$ cat src/pcie_tl_pkg.sv
`default_nettype none

package pcie_tl_pkg;

	//////////////////////////////////////////////////////////////////////
	// Field widths

	// One bus word per stream beat
	localparam int word_w = 32;
	// Byte lanes in a bus word
	localparam int strb_w = word_w / 8;
	// Config space register address
	localparam int cfg_addr_w = 12;
	// TLP length field, in words
	localparam int len_w = 10;

	// Poisoned flag in header word 0
	localparam int poison_bit = 22;
	// A config read always returns one full word
	localparam int cfg_rd_byte_count = 4;

	//////////////////////////////////////////////////////////////////////
	// Header field encodings

	typedef enum logic [2:0] {
		fmt_3dw_nodata = 3'd0,
		fmt_4dw_nodata = 3'd1,
		fmt_3dw_data   = 3'd2,
		fmt_4dw_data   = 3'd3
	} tlp_format_t;

	typedef enum logic [4:0] {
		type_mem        = 5'd0,
		type_mem_locked = 5'd1,
		type_io         = 5'd2,
		type_cfg0       = 5'd4,
		type_cfg1       = 5'd5,
		type_cpl        = 5'd10,
		type_cpl_locked = 5'd11
	} tlp_type_t;

	//////////////////////////////////////////////////////////////////////
	// Shared types

	typedef logic [word_w-1:0] tlp_word_t;
	typedef logic [cfg_addr_w-1:0] cfg_addr_t;

	// Function number is always zero, so it is not carried
	typedef struct packed {
		logic [7:0] bus;
		logic [4:0] dev;
	} completer_id_t;

	// Receive stream and memory write stream
	typedef struct packed {
		logic      valid;
		logic      last;
		logic      crc_err;
		tlp_word_t data;
	} tlp_stream_t;

	// Transmit stream, no sideband flags
	typedef struct packed {
		logic      valid;
		logic      last;
		tlp_word_t data;
	} tx_stream_t;

	// Parser to APB requester
	typedef struct packed {
		logic      start;
		logic      write;
		cfg_addr_t addr;
		tlp_word_t wdata;
	} apb_req_t;

	// Parser to completion generator
	typedef struct packed {
		logic             start;
		logic             with_data;
		logic [len_w-1:0] len;
		logic [15:0]      requester;
		logic [7:0]       tag;
		completer_id_t    cpl_id;
		tlp_word_t        rdata;
	} cpl_req_t;

endpackage

`default_nettype wire

$ cat src/tlp_rx_parser.sv
`timescale 1ns/1ps
`default_nettype none

module tlp_rx_parser (
	input  wire                             axi_tlp_rx,
	input  wire                             rst_n,
	input  wire pcie_tl_pkg::tlp_stream_t   tlp_in,
	output logic                            tlp_in_ready,
	output pcie_tl_pkg::tlp_stream_t        mem_wr,
	output pcie_tl_pkg::apb_req_t           apb_req,
	input  wire                             apb_done,
	input  wire pcie_tl_pkg::tlp_word_t     apb_rdata,
	output pcie_tl_pkg::cpl_req_t           cpl_req,
	input  wire                             cpl_busy
);

	typedef enum logic [2:0] {
		st_idle,
		st_hdr1,
		st_hdr2,
		st_cfg_wdata,
		st_mem_wr,
		st_cfg_rd_wait,
		st_drop
	} rx_state_t;

	rx_state_t state;

	// Header fields, held until the completion has been latched
	pcie_tl_pkg::tlp_format_t        rx_fmt;
	pcie_tl_pkg::tlp_type_t          rx_type;
	logic [pcie_tl_pkg::len_w-1:0]   rx_len;
	logic [15:0]                     rx_requester;
	logic [7:0]                      rx_tag;
	pcie_tl_pkg::tlp_word_t          rx_addr;
	pcie_tl_pkg::completer_id_t      cpl_id;

	logic                            apb_start;
	logic                            apb_write;
	pcie_tl_pkg::tlp_word_t          apb_wdata;
	logic                            cpl_start;
	logic                            cpl_with_data;
	logic                            mem_valid;
	logic                            mem_last;
	logic                            mem_crc;
	pcie_tl_pkg::tlp_word_t          mem_data;

	logic                            rx_beat;
	pcie_tl_pkg::tlp_word_t          addr_swap;
	logic                            is_cfg_rd;
	logic                            is_cfg_wr;
	logic                            is_mem_wr;

	assign rx_beat = tlp_in.valid && tlp_in_ready;

	// Address word arrives with byte 0 most significant
	assign addr_swap = {tlp_in.data[7:0], tlp_in.data[15:8],
		tlp_in.data[23:16], tlp_in.data[31:24]};

	// Supported request kinds, decoded from the stored word 0
	assign is_cfg_rd = (rx_fmt == pcie_tl_pkg::fmt_3dw_nodata) &&
		(rx_type == pcie_tl_pkg::type_cfg0);
	assign is_cfg_wr = (rx_fmt == pcie_tl_pkg::fmt_3dw_data) &&
		(rx_type == pcie_tl_pkg::type_cfg0);
	assign is_mem_wr = (rx_fmt == pcie_tl_pkg::fmt_3dw_data) &&
		(rx_type == pcie_tl_pkg::type_mem);

	//////////////////////////////////////////////////////////////////////
	// Receive FSM

	always_ff @(posedge axi_tlp_rx or negedge rst_n) begin
		if (!rst_n) begin
			state         <= st_idle;
			tlp_in_ready  <= 1'b1;
			apb_start     <= 1'b0;
			apb_write     <= 1'b0;
			cpl_start     <= 1'b0;
			cpl_with_data <= 1'b0;
			mem_valid     <= 1'b0;
			mem_last      <= 1'b0;
			mem_crc       <= 1'b0;
			cpl_id        <= '0;
		end else begin
			// Strobes last one cycle
			apb_start <= 1'b0;
			cpl_start <= 1'b0;
			mem_valid <= 1'b0;
			mem_last  <= 1'b0;

			// Any accepted last beat ends the TLP unless a state says otherwise
			if (rx_beat && tlp_in.last)
				state <= st_idle;

			case (state)
				st_idle: begin
					// Stay closed while a completion is still going out
					tlp_in_ready <= !(cpl_busy || cpl_start);
					// A one-word TLP is malformed and simply ends here
					if (rx_beat && !tlp_in.last) begin
						if (tlp_in.data[pcie_tl_pkg::poison_bit])
							state <= st_drop;
						else
							state <= st_hdr1;
					end
				end

				st_hdr1: begin
					if (rx_beat && !tlp_in.last)
						state <= st_hdr2;
				end

				st_hdr2: begin
					if (rx_beat) begin
						if (tlp_in.last) begin
							// Header-only config read, go out on APB
							if (is_cfg_rd) begin
								apb_start    <= 1'b1;
								apb_write    <= 1'b0;
								tlp_in_ready <= 1'b0;
								state        <= st_cfg_rd_wait;
							end
						end else if (is_cfg_wr)
							state <= st_cfg_wdata;
						else if (is_mem_wr)
							state <= st_mem_wr;
						else
							// 4DW, unknown type, or read with trailing words
							state <= st_drop;
					end
				end

				st_cfg_wdata: begin
					if (rx_beat) begin
						// Exactly one data word is allowed
						if (!tlp_in.last)
							state <= st_drop;
						else if (!tlp_in.crc_err) begin
							apb_start     <= 1'b1;
							apb_write     <= 1'b1;
							cpl_start     <= 1'b1;
							cpl_with_data <= 1'b0;
							tlp_in_ready  <= 1'b0;
							// Bus and device come from the write's own address
							cpl_id.bus    <= rx_addr[31:24];
							cpl_id.dev    <= rx_addr[23:19];
						end
					end
				end

				st_mem_wr: begin
					if (rx_beat) begin
						mem_valid <= 1'b1;
						mem_last  <= tlp_in.last;
						mem_crc   <= tlp_in.crc_err;
						if (tlp_in.last) begin
							cpl_start     <= 1'b1;
							cpl_with_data <= 1'b0;
							tlp_in_ready  <= 1'b0;
						end
					end
				end

				st_cfg_rd_wait: begin
					// Read data is registered by the requester at done
					if (apb_done) begin
						cpl_start     <= 1'b1;
						cpl_with_data <= 1'b1;
						state         <= st_idle;
					end
				end

				// Wait for the last beat
				st_drop: begin
				end

				default: state <= st_idle;
			endcase
		end
	end

	//////////////////////////////////////////////////////////////////////
	// Header and payload capture

	always_ff @(posedge axi_tlp_rx) begin
		if (rx_beat) begin
			case (state)
				st_idle: begin
					rx_fmt  <= pcie_tl_pkg::tlp_format_t'(tlp_in.data[7:5]);
					rx_type <= pcie_tl_pkg::tlp_type_t'(tlp_in.data[4:0]);
					rx_len  <= {tlp_in.data[17:16], tlp_in.data[31:24]};
				end
				st_hdr1: begin
					rx_requester <= tlp_in.data[15:0];
					rx_tag       <= tlp_in.data[23:16];
				end
				st_hdr2:      rx_addr   <= addr_swap;
				st_cfg_wdata: apb_wdata <= tlp_in.data;
				st_mem_wr:    mem_data  <= tlp_in.data;
				default: begin
				end
			endcase
		end
	end

	// Low 12 bits of the swapped address are the register in both directions
	assign apb_req = '{start: apb_start, write: apb_write,
		addr: rx_addr[11:0], wdata: apb_wdata};

	assign cpl_req = '{start: cpl_start, with_data: cpl_with_data, len: rx_len,
		requester: rx_requester, tag: rx_tag, cpl_id: cpl_id, rdata: apb_rdata};

	assign mem_wr = '{valid: mem_valid, last: mem_last, crc_err: mem_crc, data: mem_data};

	// Ready stays low until the generator has finished
	a_cpl_not_busy: assert property (@(posedge axi_tlp_rx) disable iff (!rst_n)
		cpl_req.start |-> !cpl_busy);

	a_no_apb_in_rd_wait: assert property (@(posedge axi_tlp_rx) disable iff (!rst_n)
		(state == st_cfg_rd_wait) |=> !apb_req.start);

endmodule

`default_nettype wire

$ cat src/cfg_apb_requester.sv
`timescale 1ns/1ps
`default_nettype none

module cfg_apb_requester (
	input  wire                                 axi_tlp_rx,
	input  wire                                 rst_n,
	input  wire pcie_tl_pkg::apb_req_t          apb_req,
	output logic                                psel,
	output logic                                penable,
	output logic                                pwrite,
	output pcie_tl_pkg::cfg_addr_t              paddr,
	output pcie_tl_pkg::tlp_word_t              pwdata,
	output logic [pcie_tl_pkg::strb_w-1:0]      pstrb,
	input  wire                                 pready,
	input  wire pcie_tl_pkg::tlp_word_t         prdata,
	output logic                                apb_done,
	output pcie_tl_pkg::tlp_word_t              apb_rdata
);

	logic launch;

	// New request only when the bus is idle
	assign launch = apb_req.start && !psel;

	// Access phase ends on the first pready
	assign apb_done = psel && penable && pready;

	// Setup, then access until pready
	always_ff @(posedge axi_tlp_rx or negedge rst_n) begin
		if (!rst_n) begin
			psel    <= 1'b0;
			penable <= 1'b0;
			pwrite  <= 1'b0;
			pstrb   <= '0;
		end else if (launch) begin
			psel    <= 1'b1;
			penable <= 1'b0;
			pwrite  <= apb_req.write;
			// Full word writes only, reads carry no strobe
			pstrb   <= apb_req.write ? '1 : '0;
		end else if (psel && !penable)
			penable <= 1'b1;
		else if (apb_done) begin
			psel    <= 1'b0;
			penable <= 1'b0;
		end
	end

	// Address and data
	always_ff @(posedge axi_tlp_rx) begin
		if (launch) begin
			paddr  <= apb_req.addr;
			pwdata <= apb_req.write ? apb_req.wdata : '0;
		end
		if (apb_done)
			apb_rdata <= prdata;
	end

	// Access phase always follows a setup cycle
	a_penable_after_setup: assert property (@(posedge axi_tlp_rx) disable iff (!rst_n)
		penable |-> psel && $past(psel));

endmodule

`default_nettype wire

$ cat src/cpl_generator.sv
`timescale 1ns/1ps
`default_nettype none

module cpl_generator (
	input  wire                             axi_tlp_rx,
	input  wire                             rst_n,
	input  wire pcie_tl_pkg::cpl_req_t      cpl_req,
	output pcie_tl_pkg::tx_stream_t         tlp_out,
	output logic                            cpl_busy
);

	// Request held for the whole completion
	pcie_tl_pkg::cpl_req_t      req_q;
	logic [1:0]                 word_idx;
	logic [11:0]                byte_count;

	pcie_tl_pkg::tlp_word_t     word_0;
	pcie_tl_pkg::tlp_word_t     word_1;
	pcie_tl_pkg::tlp_word_t     word_2;
	pcie_tl_pkg::tlp_word_t     next_word;
	logic                       next_last;

	logic                       tx_valid;
	logic                       tx_last;
	pcie_tl_pkg::tlp_word_t     tx_data;

	logic                       accept;

	assign accept = cpl_req.start && !cpl_busy;

	//////////////////////////////////////////////////////////////////////
	// Completion words, least significant byte first on the wire

	// Word 0 goes out right after the start, so built from the live request
	// Length byte is one word with data, zero without
	assign word_0 = {
		cpl_req.with_data ? 8'h01 : 8'h00,
		16'h0000,
		cpl_req.with_data ? pcie_tl_pkg::fmt_3dw_data : pcie_tl_pkg::fmt_3dw_nodata,
		pcie_tl_pkg::type_cpl
	};

	// Byte count in bytes, config reads are fixed
	assign byte_count = req_q.with_data ? 12'(pcie_tl_pkg::cfg_rd_byte_count) :
		{req_q.len, 2'b00};

	// Completer ID, zero status, split byte count
	assign word_1 = {
		byte_count[7:0],
		4'h0, byte_count[11:8],
		req_q.cpl_id.dev, 3'b000,
		req_q.cpl_id.bus
	};

	// Requester ID and tag echoed back, lower address zero
	assign word_2 = {8'h00, req_q.tag, req_q.requester};

	always_comb begin
		case (word_idx)
			2'd1:    next_word = word_1;
			2'd2:    next_word = word_2;
			default: next_word = req_q.rdata;
		endcase
	end

	// Three words without data, four with
	assign next_last = (word_idx == 2'd3) || (word_idx == 2'd2 && !req_q.with_data);

	//////////////////////////////////////////////////////////////////////
	// Sequencer

	always_ff @(posedge axi_tlp_rx or negedge rst_n) begin
		if (!rst_n) begin
			cpl_busy <= 1'b0;
			tx_valid <= 1'b0;
			tx_last  <= 1'b0;
			word_idx <= 2'd0;
		end else if (!cpl_busy) begin
			tx_valid <= cpl_req.start;
			tx_last  <= 1'b0;
			if (cpl_req.start) begin
				cpl_busy <= 1'b1;
				word_idx <= 2'd1;
			end
		end else if (tx_last) begin
			// Last word is on the bus now, release after it
			cpl_busy <= 1'b0;
			tx_valid <= 1'b0;
			tx_last  <= 1'b0;
		end else begin
			tx_valid <= 1'b1;
			tx_last  <= next_last;
			word_idx <= word_idx + 2'd1;
		end
	end

	always_ff @(posedge axi_tlp_rx) begin
		if (accept) begin
			req_q   <= cpl_req;
			tx_data <= word_0;
		end else if (cpl_busy && !tx_last)
			tx_data <= next_word;
	end

	assign tlp_out = '{valid: tx_valid, last: tx_last, data: tx_data};

	// Every completion has at least three words before last
	a_last_ends_burst: assert property (@(posedge axi_tlp_rx) disable iff (!rst_n)
		tlp_out.last |-> tlp_out.valid && $past(tlp_out.valid) && $past(tlp_out.valid, 2));

endmodule

`default_nettype wire

$ cat src/pcie_transaction_layer.sv
`timescale 1ns/1ps
`default_nettype none

module pcie_transaction_layer (
	input  wire                                 axi_tlp_rx,
	input  wire                                 rst_n,

	// Receive side from the data link layer
	input  wire pcie_tl_pkg::tlp_stream_t       tlp_in,
	output logic                                tlp_in_ready,

	// Completions to the data link layer
	output pcie_tl_pkg::tx_stream_t             tlp_out,

	// Memory write payload
	output pcie_tl_pkg::tlp_stream_t            mem_wr,

	// Config space requester
	output logic                                psel,
	output logic                                penable,
	output logic                                pwrite,
	output pcie_tl_pkg::cfg_addr_t              paddr,
	output pcie_tl_pkg::tlp_word_t              pwdata,
	output logic [pcie_tl_pkg::strb_w-1:0]      pstrb,
	input  wire                                 pready,
	input  wire pcie_tl_pkg::tlp_word_t         prdata
);

	pcie_tl_pkg::apb_req_t      apb_req;
	logic                       apb_done;
	pcie_tl_pkg::tlp_word_t     apb_rdata;
	pcie_tl_pkg::cpl_req_t      cpl_req;
	logic                       cpl_busy;

	// Header decode and routing
	tlp_rx_parser u_parser (
		.axi_tlp_rx   (axi_tlp_rx),
		.rst_n        (rst_n),
		.tlp_in       (tlp_in),
		.tlp_in_ready (tlp_in_ready),
		.mem_wr       (mem_wr),
		.apb_req      (apb_req),
		.apb_done     (apb_done),
		.apb_rdata    (apb_rdata),
		.cpl_req      (cpl_req),
		.cpl_busy     (cpl_busy)
	);

	// Config reads and writes
	cfg_apb_requester u_apb (
		.axi_tlp_rx (axi_tlp_rx),
		.rst_n      (rst_n),
		.apb_req    (apb_req),
		.psel       (psel),
		.penable    (penable),
		.pwrite     (pwrite),
		.paddr      (paddr),
		.pwdata     (pwdata),
		.pstrb      (pstrb),
		.pready     (pready),
		.prdata     (prdata),
		.apb_done   (apb_done),
		.apb_rdata  (apb_rdata)
	);

	// Completions for every accepted request
	cpl_generator u_cpl (
		.axi_tlp_rx (axi_tlp_rx),
		.rst_n      (rst_n),
		.cpl_req    (cpl_req),
		.tlp_out    (tlp_out),
		.cpl_busy   (cpl_busy)
	);

endmodule

`default_nettype wire

$ cat config.mk
export PLATFORM = sky130hd
export DESIGN_NAME = pcie_transaction_layer
export DESIGN_NICKNAME = d
export VERILOG_FILES = /design/src/pcie_tl_pkg.sv /design/src/tlp_rx_parser.sv /design/src/cfg_apb_requester.sv /design/src/cpl_generator.sv /design/src/pcie_transaction_layer.sv
export SDC_FILE = /design/constraint.sdc
export NUM_CORES = 1
export LEC_CHECK = 0
export ABC_AREA = 1
export BUFFER_PORTS_ARGS = -buffer_cell sky130_fd_sc_hd__buf_2
export CAP_MARGIN = 20
export CORE_ASPECT_RATIO = 1.25
export CORE_UTILIZATION = 45
export CTS_BUF_LIST = sky130_fd_sc_hd__clkbuf_8 sky130_fd_sc_hd__clkbuf_16
export CTS_CLUSTER_DIAMETER = 50
export DETAILED_ROUTE_END_ITERATION = 8
export PLACE_DENSITY_LB_ADDON = 0.1
export SLEW_MARGIN = 20
export SYNTH_ARGS = -nofsm -noshare
export SYNTH_HDL_FRONTEND = slang
export SYNTH_SLANG_ARGS = --single-unit
export TNS_END_PERCENT = 100
$ cat constraint.sdc
create_clock -name axi_tlp_rx -period 3.4 [get_ports axi_tlp_rx]
set_input_delay 0.34 -clock axi_tlp_rx [delete_from_list [all_inputs] [get_ports axi_tlp_rx]]
set_output_delay 0.34 -clock axi_tlp_rx [all_outputs]
set_load 0.005 [all_outputs]
==> reports/metrics.yaml <==
die:
  dieArea_um2: 27380
  die_width_um: 148.2
  core_um2: 26100
  die-height_um: 184.7
  ioPinCount: 191
  initial_utilization_pct: 46.07
  fp-row-count: 66
clock_network:
  cts_htree_levels: 2
  max-clock-path-buffers: 3
  clkSlewWorstSetupHoldPaths_ns: 0.06
  numCtsBuffers: 36
  root_buffer: "clkbuf_16"
  cts_setup_buffers: 0
  tritoncts: "yes"
  clkSinkCount: 350
  worst_skew_pair_later_pin_latency_ns: 0.52
setup_path:
  crit_chain: "inv_1 -> ha_1 -> inv_1 -> nor2_4 -> inv_1 -> o21ai_0 -> a21oi_1"
  critical_path.endpoint_type: "register"
  critical-path-top-cell-by-count: "inv_1"
  criticalPathCategory: "reg -> reg"
  critical_path_arrival_ns: 2.65
  crit_required_ns: 3.78
  max_stage_delay_ns: 0.51
  cp_slowest_cell: "ha_1"
  crit_path_max_fanout: 18
  worstSetupStartpointType: "register"
logic_synthesis:
  register_bit_total_from_synthesis: 350
  syn_inst: 759
  number_of_nets_produced_by_synthesis: 832
  synth_seq_area_share_pct: 84.40
  netlist_area_um2: 12020
  netlist.top_cell.by_area: "edfxtp_1"
  synth_warnings: 0
  synth.lib_cells_used.distinct: 35
  yosys.area.top_type_share_pct: 74.44
  syn_area_per_cell_um2: 15.84
  ranking_of_synthesized_cells_by_area: "edfxtp_1, dfrtp_1, nand2_1, dfxtp_1, inv_1"
final_layout:
  n_antenna_cell: 0
  drive_gt1_share_pct: 27.21
  fillerInstances: 2148
  finalInstanceArea_um2: 14740
  finish.cell_count_without_fillers: 1358
  areaGrowthSynthToFinish_pct: 22.64
  num-nets-final: 1063
  final_cell_mix: "edfxtp_1, buf_2, nand2_1"
  layout.cells.most_common: "edfxtp_1"
timing:
  finClkSkew_ns: 0.02524
  finalHoldWorstSlack_ns: 0.02021
  worst_pin_slew_ns: 1.022
  rsz0062_at_grt: "false"
  period_share_pct: 66.70
  setup_tns_ns: 0
  report.final.hold_viol_count: 0
  drv_slew: 0
  maxSlewHeadroom_pct: 31.89
  clock.fmax_ghz: 0.4410
  final_period_minus_worst_setup_slack_ns: 2.268
  report.final.setup_viol: 0
routing:
  drt_pre_antenna_iters: 5
  vias: 6497
  detail_route.drc_violations: 0
  wire_length_per_cell_um: 17.71
  drt-initial-drc-count: 388
  wirelength_um: 24040
  via_per_inst: 4.784
  ant_nets: 0
run_status:
  status: "finished, final reports clean"
placement:
  placement_cell_area_um2: 13340
  portBuffers: 190
  hpwl_after_detailed_placement_um: 15650
  place_congestion: 0.8640
  placedCellCount: 1270
grt:
  use_met2_pct: 28.83
  grt_util_met1_pct: 24.36
  grt_usage_pct: 17.96
  antenna_found_initial: 0
  via_count_of_the_first_global_routing_pass: 6509
  grt-ovfl-total: 0
  grt.met3_usage_pct: 3.045
  busiest_layer: "met2"
  grt_start_max_net_pins: 46
  grt_pass1_wl_um: 36610
power_and_ir_drop:
  post-layout-total-power_mw: 8.668
  power.ir.vdd_worst_mv: 0.4300
  powerDensity_nw_per_um2: 588.0
  leakagePower_nw: 5.682
run:
  maxCapViolCount: 0
worst_hold_path:
  hold_path_class: "in -> reg"
-- what timing repair did --
item,CTS,global route
hold endpoints to repair,51,0
resized for setup,0,0
endpoints found under the setup margin,0,0
hold buffers,22,0
-- sequential cells by signal (all words and copies together) (netlist names), 8 cells and up --
name                   cells
u_parser.apb_wdata        32
u_parser.rx_addr          25
u_parser.mem_data         32
u_apb.pwdata              32
u_parser.rx_tag            8
u_parser.rx_len           10
u_parser.cpl_req          13
u_apb.paddr               12
u_apb.apb_rdata           32
u_parser.rx_requester     16
u_cpl.tx_data             32
u_cpl.req_q               80
-- synthesized netlist by cell type --
| master | n |
|---|---|
| nand2_1 | 153 |
| o21ai_0 | 30 |
| nand3_1 | 31 |
| buf_4 | 9 |
| a21oi_1 | 19 |
| nor2_1 | 24 |
| a32o_1 | 3 |
| or2_2 | 1 |
| dfstp_2 | 1 |
| o31ai_1 | 1 |
| nand4_1 | 6 |
| a32oi_1 | 1 |
| inv_1 | 74 |
| buf_6 | 2 |
| o21ai_1 | 5 |
| dfrtp_1 | 30 |
| a211oi_1 | 1 |
| o21ai_2 | 5 |
| nand2_2 | 1 |
| edfxtp_1 | 298 |
| a31oi_1 | 6 |
| nand3_2 | 1 |
| nor2_4 | 3 |
| buf_2 | 5 |
| a22oi_1 | 3 |
| clkbuf_1 | 11 |
| o21a_1 | 1 |
| ha_1 | 3 |
| dfxtp_1 | 21 |
| inv_2 | 2 |
| o211ai_1 | 1 |
| nor3b_1 | 1 |
| nor2_2 | 1 |
| nor3_1 | 4 |
| o22ai_1 | 1 |
-- worst max-delay path, delay by kind of cell (launching register included) --
family	cells	cell delay (ns)
fa+ha+maj	1	0.51
buf+inv	3	0.50
simple gates	1	0.46
flops	1	0.37
compound gates	2	0.28
-- final timing paths --
kind / startpoint / end / slack (ns) / cells after the start
hold reg to reg: u_parser.rx_tag[7]$_DFFE_PP_ / u_cpl.req_q[52]$_DFFE_PP_ / 0.41 / 0
max in group asynchronous: rst_n / u_parser.cpl_req[32]$_DFFE_PN0P_ / 2.47 / 2
min in group asynchronous: rst_n / u_parser.mem_valid$_DFF_PN0_ / 0.42 / 2
hold / removal: prdata[13] / u_apb.apb_rdata[13]$_DFFE_PP_ / 0.02 / 1
setup / recovery: u_cpl.word_idx[0]$_DFFE_PN0P_ / u_cpl.tx_data[11]$_SDFFE_PP0P_ / 1.13 / 7
setup reg to reg: u_cpl.word_idx[0]$_DFFE_PN0P_ / u_cpl.tx_data[11]$_SDFFE_PP0P_ / 1.13 / 7
-- per-stage QoR --
step | utilization [%] | setup WS (ns)
floorplan | - | 0.3495
CTS | 56.50 | 1.138
global route | 56.50 | 0.8984
detailed placement | 51.11 | 1.162
global placement | 51.11 | 1.238
finish | 56.50 | 1.132
-- metal layers --
| layer | share of wire, % | vias to the layer above |
|---|---|---|
| met2 | 48 | 182 |
| met5 | 0 | - |
| met1 | 44 | 3126 |
| met3 | 4.6 | 55 |
| li1 | - | 3134 |
| met4 | 3.2 | 0 |
-- logic make-up after synthesis --
| logic type | after synthesis | synth area share (%) |
|---|---|---|
| AOI/OAI and AO/OA | 77 | 3.737 |
| adders and majority gates | 3 | 0.3123 |
| buffers and inverters | 103 | 3.674 |
| DFF | 350 | 84.40 |
| and+or+nand+nor | 226 | 7.879 |
-- report_power, final --
group / internal [mW] / switching [mW]
clock network: 2.28 / 1.56
logic: 0.0591 / 0.0852
registers: 4.67 / 0.0124
total: 7.01 / 1.66
-- cell type report --
type | instances | area, um^2 | share of cell area (%)
clock buffers | 43 | 1008 | 6.840
flip-flops and latches | 350 | 10150 | 68.82
well taps | 340 | 425.4 | 2.886
multi-input cells | 306 | 1456 | 9.879
repair buffers | 220 | 1244 | 8.436
inverters | 76 | 286.5 | 1.943
clock inverters | 23 | 176.4 | 1.197
No activity file was read; power rests on OpenSTA's default activity.
